===== src/hdl/cpu7_csr_pkg.sv =====
package cpu7_csr_pkg;

   // datapath width
   localparam int GRLEN = 32;

   // csr number width as carried in the instruction
   localparam int CSR_NUM_W = 14;

   // implemented csr numbers
   localparam logic [CSR_NUM_W-1:0] CSR_CRMD   = 14'h000;
   localparam logic [CSR_NUM_W-1:0] CSR_PRMD   = 14'h001;
   localparam logic [CSR_NUM_W-1:0] CSR_ESTAT  = 14'h005;
   localparam logic [CSR_NUM_W-1:0] CSR_ERA    = 14'h006;
   localparam logic [CSR_NUM_W-1:0] CSR_EENTRY = 14'h00c;
   // self-defined boot security register
   localparam logic [CSR_NUM_W-1:0] CSR_BSEC   = 14'h100;

   // privilege level field width
   localparam int PLV_W = 2;

   // crmd fields
   localparam int CRMD_PLV_LO = 0;
   localparam int CRMD_IE     = 2;

   // prmd fields, same layout as crmd
   localparam int PRMD_PPLV_LO = 0;
   localparam int PRMD_PIE     = 2;

   // estat exception code field
   localparam int ESTAT_ECODE_LO = 16;
   localparam int ECODE_W        = 6;

   // eentry is 64-byte aligned
   localparam int EENTRY_VA_LO = 6;

   // bsec eeprom flush request
   localparam int BSEC_EF = 0;

   // csr instruction op field
   localparam int CSR_OP_W = 2;

   localparam logic [CSR_OP_W-1:0] CSR_OP_RD   = 2'd0;
   localparam logic [CSR_OP_W-1:0] CSR_OP_WR   = 2'd1;
   localparam logic [CSR_OP_W-1:0] CSR_OP_XCHG = 2'd2;
   // 2'd3 is reserved

   // exception codes written into estat.ecode
   // address error
   localparam logic [ECODE_W-1:0] ECODE_ALE = 6'h09;
   // illegal instruction
   localparam logic [ECODE_W-1:0] ECODE_INE = 6'h0d;

endpackage


===== src/hdl/cpu7_csr.sv =====
`timescale 1ns/1ps

module cpu7_csr (
   input  logic                                  clk,
   input  logic                                  reset,

   // instruction access
   input  logic [cpu7_csr_pkg::CSR_NUM_W-1:0]    csr_raddr,
   input  logic [cpu7_csr_pkg::CSR_NUM_W-1:0]    csr_waddr,
   input  logic [cpu7_csr_pkg::GRLEN-1:0]        csr_wdata,
   input  logic [cpu7_csr_pkg::GRLEN-1:0]        csr_mask,
   input  logic                                  csr_wen,

   // execute stage commits
   input  logic                                  excp_commit,
   input  logic                                  ertn_commit,
   input  logic [cpu7_csr_pkg::ECODE_W-1:0]      excp_ecode,
   input  logic [cpu7_csr_pkg::GRLEN-1:0]        pc_e,

   output logic [cpu7_csr_pkg::GRLEN-1:0]        csr_rdata,
   output logic [cpu7_csr_pkg::GRLEN-1:0]        csr_eentry,
   output logic [cpu7_csr_pkg::GRLEN-1:0]        csr_era,
   output logic                                  eeprom_flush
);

   import cpu7_csr_pkg::*;

   // register fields
   logic                        crmd_ie;
   logic [PLV_W-1:0]            crmd_plv;
   logic                        prmd_pie;
   logic [PLV_W-1:0]            prmd_pplv;
   logic [ECODE_W-1:0]          estat_ecode;
   logic [GRLEN-1:0]            era;
   logic [GRLEN-1:EENTRY_VA_LO] eentry_va;
   logic                        bsec_ef;

   // per register write selects
   logic crmd_we;
   logic prmd_we;
   logic estat_we;
   logic era_we;
   logic eentry_we;
   logic bsec_we;

   assign crmd_we   = csr_wen && (csr_waddr == CSR_CRMD);
   assign prmd_we   = csr_wen && (csr_waddr == CSR_PRMD);
   assign estat_we  = csr_wen && (csr_waddr == CSR_ESTAT);
   assign era_we    = csr_wen && (csr_waddr == CSR_ERA);
   assign eentry_we = csr_wen && (csr_waddr == CSR_EENTRY);
   assign bsec_we   = csr_wen && (csr_waddr == CSR_BSEC);

   // masked write values, old bits kept where the mask is clear
   logic                        crmd_ie_wr;
   logic [PLV_W-1:0]            crmd_plv_wr;
   logic                        prmd_pie_wr;
   logic [PLV_W-1:0]            prmd_pplv_wr;
   logic [ECODE_W-1:0]          estat_ecode_wr;
   logic [GRLEN-1:0]            era_wr;
   logic [GRLEN-1:EENTRY_VA_LO] eentry_va_wr;

   assign crmd_ie_wr = (crmd_ie & ~csr_mask[CRMD_IE]) |
                       (csr_wdata[CRMD_IE] & csr_mask[CRMD_IE]);
   assign crmd_plv_wr = (crmd_plv & ~csr_mask[CRMD_PLV_LO +: PLV_W]) |
                        (csr_wdata[CRMD_PLV_LO +: PLV_W] & csr_mask[CRMD_PLV_LO +: PLV_W]);

   assign prmd_pie_wr = (prmd_pie & ~csr_mask[PRMD_PIE]) |
                        (csr_wdata[PRMD_PIE] & csr_mask[PRMD_PIE]);
   assign prmd_pplv_wr = (prmd_pplv & ~csr_mask[PRMD_PPLV_LO +: PLV_W]) |
                         (csr_wdata[PRMD_PPLV_LO +: PLV_W] &
                          csr_mask[PRMD_PPLV_LO +: PLV_W]);

   assign estat_ecode_wr = (estat_ecode & ~csr_mask[ESTAT_ECODE_LO +: ECODE_W]) |
                           (csr_wdata[ESTAT_ECODE_LO +: ECODE_W] &
                            csr_mask[ESTAT_ECODE_LO +: ECODE_W]);

   assign era_wr = (era & ~csr_mask) | (csr_wdata & csr_mask);

   assign eentry_va_wr = (eentry_va & ~csr_mask[GRLEN-1:EENTRY_VA_LO]) |
                         (csr_wdata[GRLEN-1:EENTRY_VA_LO] & csr_mask[GRLEN-1:EENTRY_VA_LO]);

   // crmd: exception clears, ertn restores from prmd
   always_ff @(posedge clk) begin
      if (reset) begin
         crmd_ie  <= 1'b0;
         crmd_plv <= '0;
      end else if (excp_commit) begin
         crmd_ie  <= 1'b0;
         crmd_plv <= '0;
      end else if (ertn_commit) begin
         crmd_ie  <= prmd_pie;
         crmd_plv <= prmd_pplv;
      end else if (crmd_we) begin
         crmd_ie  <= crmd_ie_wr;
         crmd_plv <= crmd_plv_wr;
      end
   end

   // prmd saves the crmd state on exception entry
   always_ff @(posedge clk) begin
      if (reset) begin
         prmd_pie  <= 1'b0;
         prmd_pplv <= '0;
      end else if (excp_commit) begin
         prmd_pie  <= crmd_ie;
         prmd_pplv <= crmd_plv;
      end else if (prmd_we) begin
         prmd_pie  <= prmd_pie_wr;
         prmd_pplv <= prmd_pplv_wr;
      end
   end

   // exception cause and return address
   always_ff @(posedge clk) begin
      if (reset) begin
         estat_ecode <= '0;
         era         <= '0;
      end else if (excp_commit) begin
         estat_ecode <= excp_ecode;
         era         <= pc_e;
      end else begin
         if (estat_we) begin
            estat_ecode <= estat_ecode_wr;
         end
         if (era_we) begin
            era <= era_wr;
         end
      end
   end

   // eentry changes only by software
   always_ff @(posedge clk) begin
      if (reset) begin
         eentry_va <= '0;
      end else if (eentry_we) begin
         eentry_va <= eentry_va_wr;
      end
   end

   // sticky flush request, writing 0 has no effect
   always_ff @(posedge clk) begin
      if (reset) begin
         bsec_ef <= 1'b0;
      end else if (bsec_we && csr_mask[BSEC_EF] && csr_wdata[BSEC_EF]) begin
         bsec_ef <= 1'b1;
      end
   end

   assign csr_era      = era;
   assign csr_eentry   = {eentry_va, {EENTRY_VA_LO{1'b0}}};
   assign eeprom_flush = bsec_ef;

   // read mux, unimplemented bits and numbers read as zero
   always_comb begin
      csr_rdata = '0;
      case (csr_raddr)
         CSR_CRMD: begin
            csr_rdata[CRMD_IE]                 = crmd_ie;
            csr_rdata[CRMD_PLV_LO +: PLV_W]    = crmd_plv;
         end
         CSR_PRMD: begin
            csr_rdata[PRMD_PIE]                = prmd_pie;
            csr_rdata[PRMD_PPLV_LO +: PLV_W]   = prmd_pplv;
         end
         CSR_ESTAT:  csr_rdata[ESTAT_ECODE_LO +: ECODE_W] = estat_ecode;
         CSR_ERA:    csr_rdata = era;
         CSR_EENTRY: csr_rdata = csr_eentry;
         CSR_BSEC:   csr_rdata[BSEC_EF] = bsec_ef;
         default:    csr_rdata = '0;
      endcase
   end

   // access block must squash writes under an exception
   a_no_write_on_excp: assert property (
      @(posedge clk) disable iff (reset)
      !(csr_wen && excp_commit)
   ) else $error("csr write enabled during exception commit");

endmodule


===== src/hdl/cpu7_csr_access.sv =====
`timescale 1ns/1ps

module cpu7_csr_access (
   input  logic                                csr_op_valid,
   input  logic [cpu7_csr_pkg::CSR_OP_W-1:0]   csr_op,
   input  logic [cpu7_csr_pkg::CSR_NUM_W-1:0]  csr_num,
   input  logic [cpu7_csr_pkg::GRLEN-1:0]      csr_rd_value,
   input  logic [cpu7_csr_pkg::GRLEN-1:0]      csr_rj_value,
   input  logic                                squash,
   input  logic [cpu7_csr_pkg::GRLEN-1:0]      csr_rdata,

   output logic [cpu7_csr_pkg::CSR_NUM_W-1:0]  csr_raddr,
   output logic [cpu7_csr_pkg::CSR_NUM_W-1:0]  csr_waddr,
   output logic [cpu7_csr_pkg::GRLEN-1:0]      csr_wdata,
   output logic [cpu7_csr_pkg::GRLEN-1:0]      csr_mask,
   output logic                                csr_wen,
   output logic [cpu7_csr_pkg::GRLEN-1:0]      csr_result
);

   import cpu7_csr_pkg::*;

   logic op_wr;
   logic op_xchg;

   // op decode, csrrd needs no write side
   assign op_wr   = csr_op_valid && (csr_op == CSR_OP_WR);
   assign op_xchg = csr_op_valid && (csr_op == CSR_OP_XCHG);

   // the same csr is read and written by one instruction
   assign csr_raddr = csr_num;
   assign csr_waddr = csr_num;

   // write data always comes from rd
   assign csr_wdata = csr_rd_value;

   // csrxchg writes only where rj has ones
   // csrwr writes the whole register
   assign csr_mask = op_xchg ? csr_rj_value : {GRLEN{1'b1}};

   // an exception in the same cycle kills the write
   assign csr_wen = (op_wr || op_xchg) && !squash;

   // all three ops return the value before the write
   assign csr_result = csr_rdata;

   // decode only ever sees the three defined ops
   always_comb begin
      if (csr_op_valid) begin
         a_op_not_reserved: assert (csr_op inside {CSR_OP_RD, CSR_OP_WR, CSR_OP_XCHG})
            else $error("csr op %0d is reserved", csr_op);
      end
   end

endmodule


===== src/hdl/cpu7_csr_top.sv =====
`timescale 1ns/1ps

module cpu7_csr_top (
   input  logic                                  clk,
   input  logic                                  reset,

   // csr instruction from execute
   input  logic                                  csr_op_valid,
   input  logic [cpu7_csr_pkg::CSR_OP_W-1:0]     csr_op,
   input  logic [cpu7_csr_pkg::CSR_NUM_W-1:0]    csr_num,
   input  logic [cpu7_csr_pkg::GRLEN-1:0]        csr_rd_value,
   input  logic [cpu7_csr_pkg::GRLEN-1:0]        csr_rj_value,

   // exception and ertn flags from execute
   input  logic                                  ale_e,
   input  logic                                  illinst_e,
   input  logic                                  ertn_e,
   input  logic [cpu7_csr_pkg::GRLEN-1:0]        pc_e,

   output logic [cpu7_csr_pkg::GRLEN-1:0]        csr_result,
   output logic                                  redirect_valid,
   output logic [cpu7_csr_pkg::GRLEN-1:0]        redirect_pc,
   output logic                                  eeprom_flush
);

   import cpu7_csr_pkg::*;

   // access to csr file
   logic [CSR_NUM_W-1:0] csr_raddr;
   logic [CSR_NUM_W-1:0] csr_waddr;
   logic [GRLEN-1:0]     csr_wdata;
   logic [GRLEN-1:0]     csr_mask;
   logic                 csr_wen;
   logic [GRLEN-1:0]     csr_rdata;

   // exception unit to csr file and access
   logic                 excp_commit;
   logic                 ertn_commit;
   logic                 squash;
   logic [ECODE_W-1:0]   excp_ecode;

   // redirect targets
   logic [GRLEN-1:0]     csr_eentry;
   logic [GRLEN-1:0]     csr_era;

   cpu7_csr_access i_cpu7_csr_access (
      .csr_op_valid (csr_op_valid),
      .csr_op       (csr_op),
      .csr_num      (csr_num),
      .csr_rd_value (csr_rd_value),
      .csr_rj_value (csr_rj_value),
      .squash       (squash),
      .csr_rdata    (csr_rdata),
      .csr_raddr    (csr_raddr),
      .csr_waddr    (csr_waddr),
      .csr_wdata    (csr_wdata),
      .csr_mask     (csr_mask),
      .csr_wen      (csr_wen),
      .csr_result   (csr_result)
   );

   cpu7_excp i_cpu7_excp (
      .clk            (clk),
      .reset          (reset),
      .ale_e          (ale_e),
      .illinst_e      (illinst_e),
      .ertn_e         (ertn_e),
      .csr_eentry     (csr_eentry),
      .csr_era        (csr_era),
      .excp_commit    (excp_commit),
      .ertn_commit    (ertn_commit),
      .squash         (squash),
      .excp_ecode     (excp_ecode),
      .redirect_valid (redirect_valid),
      .redirect_pc    (redirect_pc)
   );

   cpu7_csr i_cpu7_csr (
      .clk          (clk),
      .reset        (reset),
      .csr_raddr    (csr_raddr),
      .csr_waddr    (csr_waddr),
      .csr_wdata    (csr_wdata),
      .csr_mask     (csr_mask),
      .csr_wen      (csr_wen),
      .excp_commit  (excp_commit),
      .ertn_commit  (ertn_commit),
      .excp_ecode   (excp_ecode),
      .pc_e         (pc_e),
      .csr_rdata    (csr_rdata),
      .csr_eentry   (csr_eentry),
      .csr_era      (csr_era),
      .eeprom_flush (eeprom_flush)
   );

endmodule


===== src/hdl/cpu7_excp.sv =====
`timescale 1ns/1ps

module cpu7_excp (
   input  logic                                  clk,
   input  logic                                  reset,

   // execute stage event flags
   input  logic                                  ale_e,
   input  logic                                  illinst_e,
   input  logic                                  ertn_e,

   // redirect targets from the csr file
   input  logic [cpu7_csr_pkg::GRLEN-1:0]        csr_eentry,
   input  logic [cpu7_csr_pkg::GRLEN-1:0]        csr_era,

   output logic                                  excp_commit,
   output logic                                  ertn_commit,
   output logic                                  squash,
   output logic [cpu7_csr_pkg::ECODE_W-1:0]      excp_ecode,

   // registered fetch redirect
   output logic                                  redirect_valid,
   output logic [cpu7_csr_pkg::GRLEN-1:0]        redirect_pc
);

   import cpu7_csr_pkg::*;

   logic excp_present;

   // any exception source at the execute stage
   assign excp_present = ale_e || illinst_e;

   // exception wins over ertn
   assign excp_commit = excp_present;
   assign ertn_commit = ertn_e && !excp_present;

   // csr writes die with the excepting instruction
   assign squash = excp_commit;

   // illegal instruction is reported over address error
   assign excp_ecode = illinst_e ? ECODE_INE : ECODE_ALE;

   // one pulse per committed event
   always_ff @(posedge clk) begin
      if (reset) begin
         redirect_valid <= 1'b0;
      end else begin
         redirect_valid <= excp_commit || ertn_commit;
      end
   end

   // target sampled from the csrs as they are in the event cycle
   always_ff @(posedge clk) begin
      if (excp_commit) begin
         redirect_pc <= csr_eentry;
      end else if (ertn_commit) begin
         redirect_pc <= csr_era;
      end
   end

endmodule


===== config.mk =====
export PLATFORM = sky130hd
export DESIGN_NAME = cpu7_csr_top
export DESIGN_NICKNAME = d
export VERILOG_FILES = /design/src/hdl/cpu7_csr_pkg.sv /design/src/hdl/cpu7_csr.sv /design/src/hdl/cpu7_csr_access.sv /design/src/hdl/cpu7_csr_top.sv /design/src/hdl/cpu7_excp.sv
export SDC_FILE = /design/constraint.sdc
export NUM_CORES = 1
export LEC_CHECK = 0
export BUFFER_PORTS_ARGS = -buffer_cell sky130_fd_sc_hd__buf_2
export CAP_MARGIN = 15
export CORE_UTILIZATION = 56
export DETAILED_ROUTE_END_ITERATION = 10
export HOLD_SLACK_MARGIN = 0.12
export PLACE_DENSITY_LB_ADDON = 0.3
export SLEW_MARGIN = 0
export SYNTH_ARGS = -nofsm -noshare
export SYNTH_HDL_FRONTEND = slang
export SYNTH_SLANG_ARGS = --single-unit

===== constraint.sdc =====
create_clock -name clk -period 5.7 [get_ports clk]
set_input_delay 0.285 -clock clk [delete_from_list [all_inputs] [get_ports clk]]
set_output_delay 0.285 -clock clk [all_outputs]
set_load 0.01 [all_outputs]

==> flow_metrics.py <==
metrics = {
    "global_route": {
        "grt_max_degree": 97,
        "grt_pass1_wl_um": 26900,
        "antenna_found_initial": 2,
        "grt_pass1_vias": 5583,
        "gr-total-overflow": 0,
        "grt_usage": 0.329,
    },
    "sta": {
        "setup_tns_ns": 0,
        "fin_skew_ns": 0.00419,
        "layout_setup_ws_ns": 3.03,
        "setup_viol": 0,
        "min_period_over_period": 0.468,
        "rsz0062_at_grt": "false",
        "tightest_slew_ns": 1.10,
        "maxSlewViolCount": 0,
        "post-route-min-period_ns": 2.67,
        "hold_violations": 0,
        "slew_headroom": 0.267,
        "max_freq_ghz": 0.375,
    },
    "logic_synthesis": {
        "synth-xor-area-share": 0.00152,
        "synthDistinctLibCells": 45,
        "synth.avg_cell_area_sq_um": 8.80,
        "synth_edf_count": 26,
        "post-synth-top-count-cell": "dfxtp_1",
        "synth_seq_cells": 104,
        "ys.warnings.count": 0,
        "synth_top_family_by_area": "simple AND/OR/NAND/NOR gates",
        "ys_top_cells_by_count": "78 x dfxtp_1, 67 x nand2_1, 53 x nand2b_1",
        "syn_area_sq_um": 5750,
        "yosys.area_share.adder": 0,
        "syn_nets": 771,
        "ys.flop_type": "dfxtp_1",
        "synthSimpleGateAreaFrac": 0.292,
        "synth.area.mux_share": 0.0592,
        "synth_largest_area_cell": "dfxtp_1",
        "ys_async_sr_fraction": 0,
        "synth_compound_area_frac": 0.194,
        "netlist_instances": 653,
        "ys_seq_area_frac": 0.408,
        "synth_area_leaders": "dfxtp_1 27%, edfxtp_1 14%, mux2i_1 5.9%",
        "yosysTopAreaCellShare": 0.272,
    },
    "floorplanning": {
        "dieArea_sq_um": 10700,
        "die_h_um": 103,
        "coreArea_sq_um": 9860,
        "fp-row-count": 36,
        "die_w_um": 103,
        "pin_count": 184,
        "start_util": 0.583,
    },
    "drt": {
        "wl_met1_um": 7250,
        "met2_length_um": 8480,
        "ant_nets": 0,
        "met3_length_um": 1640,
        "routed-via-count": 5923,
        "firstDrtPassIters": 6,
        "top_layer": "met5",
        "wl_per_cell_um": 19.0,
        "drc": 0,
        "drt_iter0_markers": 572,
        "vias_per_cell": 6.33,
        "routed_wl_um": 17800,
    },
    "clock_network": {
        "clock-root-buffer": "clkbuf_8",
        "clock-sinks": 104,
        "cts_tree": "yes",
        "clk_path_buf_depth": 2,
        "cts_inserted_buffers": 9,
        "post-cts-setup-buffer-count": 0,
        "cts_max_level": 3,
        "cts.clk_slew.worst_paths_ns": 0.10,
        "cts_resized": 0,
        "cts_hold_buf": 0,
        "clock_latency_ns": 0.38,
    },
    "finish": {
        "area_growth_pct": 20.9,
        "nNetsFinal": 915,
        "drive_above_1_share": 0.273,
        "nFillCells": 772,
    },
    "run_status": {
        "run_status": "completed",
    },
    "setup_path": {
        "cpMostUsedCell": "buf_2",
        "crit_type": "input pin to output pin",
        "crit_chain": "buf_2 > nor4b_1 > and4_2 > buf_16 > a222oi_1 > inv_1 > buf_2",
        "cp.required_ns": 5.41,
        "ff2ff_path_depth": 3,
        "cp_max_fo": 31,
        "end_kind": "output pin",
        "critPathMaxStageDelay_ns": 0.79,
        "crit_arrival_ns": 2.38,
        "startpoint_type": "input pin",
        "crit_slowest_cell": "and4_2",
    },
    "power_and_ir_drop": {
        "pwr_density_cell_nw_per_um2": 220,
        "internal_power_w": 0.00112,
        "switching_power_w": 0.000404,
        "clkPwrFrac": 0.345,
        "sequentialPowerShare": 0.525,
        "combPwrFrac": 0.130,
        "peakVddDrop_mv": 0.121,
        "p_leak_nw": 2.90,
        "switching_share": 0.264,
        "p_total_w": 0.00153,
    },
    "run": {
        "cap_violations": 0,
    },
    "place": {
        "numPortBuffers": 183,
        "hpwl_um": 10900,
        "place.gp.congestion": 0.883,
        "pre_cts_slack_ns": 2.77,
    },
    "min_path": {
        "hp-class": "input pin to register",
        "hold_depth": 3,
    },
}
-- through the flow --
stage          hold slack [ns]  cells   util  cell area [sq um]
2_1_floorplan            0.417    653      -               5750
3_3_place_gp             0.458    916  0.674               6650
3_5_place_dp             0.460    916  0.674               6650
4_1_cts                  0.160    932  0.697               6870
5_1_grt                  0.157    936  0.704               6950
6_report                 0.165    936  0.704               6950
-- cell families (layout without fill, tap and decap cells) --
logic type	count (synthesis)	in the layout
AO/OA/AOI/OAI	148	148
XOR/XNOR	1	1
buffers and inverters	68	217
flip-flops	104	104
multiplexers	34	34
other	0	1
AND/OR/NAND/NOR	298	298
-- final timing paths --
check,end,slack (ns),from
min reg2reg,i_cpu7_csr.estat_ecode[5],0.48,i_cpu7_csr.estat_ecode[5]
max,csr_result[17],3.03,csr_num[4]
min,register,0.16,csr_rd_value[27]
max reg2reg,register,4.51,register
-- worst max-delay path, delay by kind of cell --
kind | cells | cell delay [ns]
simple gates | 2 | 1.34
compound gates | 1 | 0.12
buf+inv | 4 | 0.61
-- power groups by stage --
stage	Combinational (W)	Clock [W]	Sequential, W
after floorplan	0.000100	0	0.000819
after global placement	0.000189	0	0.000816
after detailed placement	0.000194	0	0.000818
after CTS	0.000195	0.000527	0.000801
after global routing	0.000214	0.000556	0.000805
final	0.000199	0.000527	0.000802
-- per-layer routing --
layer / track usage / vias to the layer above
met4: 0.153 / 2
met3: 0.0699 / 41
li1: - / 2742
met5: 0 / -
met2: 0.543 / 339
met1: 0.413 / 2799
-- final cells by class --
type | count | area, sq um | area share
clock buffer | 12 | 145 | 0.0209
multi-input combinational | 481 | 3150 | 0.453
antenna | 1 | 2.50 | 0.000360
timing repair buffer | 192 | 1030 | 0.148
sequential | 104 | 2340 | 0.337
tap | 133 | 166 | 0.0240
clock inverter | 4 | 76.3 | 0.0110
inverter | 9 | 33.8 | 0.00486
-- layout by cell type (no fill, tap or decap), types with 2 or more instances in the layout --
cell type | synthesis | final
edfxtp_1 | 26 | 26
nor3_1 | 29 | 29
dfxtp_1 | 78 | 78
a22o_1 | 20 | 20
nor2_1 | 48 | 47
nand3_1 | 27 | 27
or3_1 | 2 | 2
or2_2 | 3 | 3
o31ai_1 | 36 | 36
buf_2 | 9 | 183
nand4_1 | 11 | 11
nor4b_1 | 2 | 2
a21oi_1 | 4 | 4
nand2_1 | 67 | 66
or4_1 | 5 | 5
nand4b_1 | 31 | 31
buf_4 | 0 | 6
a31oi_1 | 34 | 34
clkbuf_8 | 0 | 10
bufinv_16 | 0 | 2
a311oi_1 | 5 | 5
nand2b_1 | 53 | 53
nand4_2 | 2 | 2
clkbuf_1 | 48 | 2
o311ai_0 | 6 | 6
inv_1 | 9 | 9
buf_16 | 0 | 2
and2_1 | 4 | 4
o21ai_0 | 5 | 5
and4_1 | 5 | 4
a222oi_1 | 8 | 8
mux2i_1 | 34 | 34
nor4_4 | 2 | 2
o21bai_1 | 24 | 24
No activity file was read; power rests on OpenSTA's default activity.
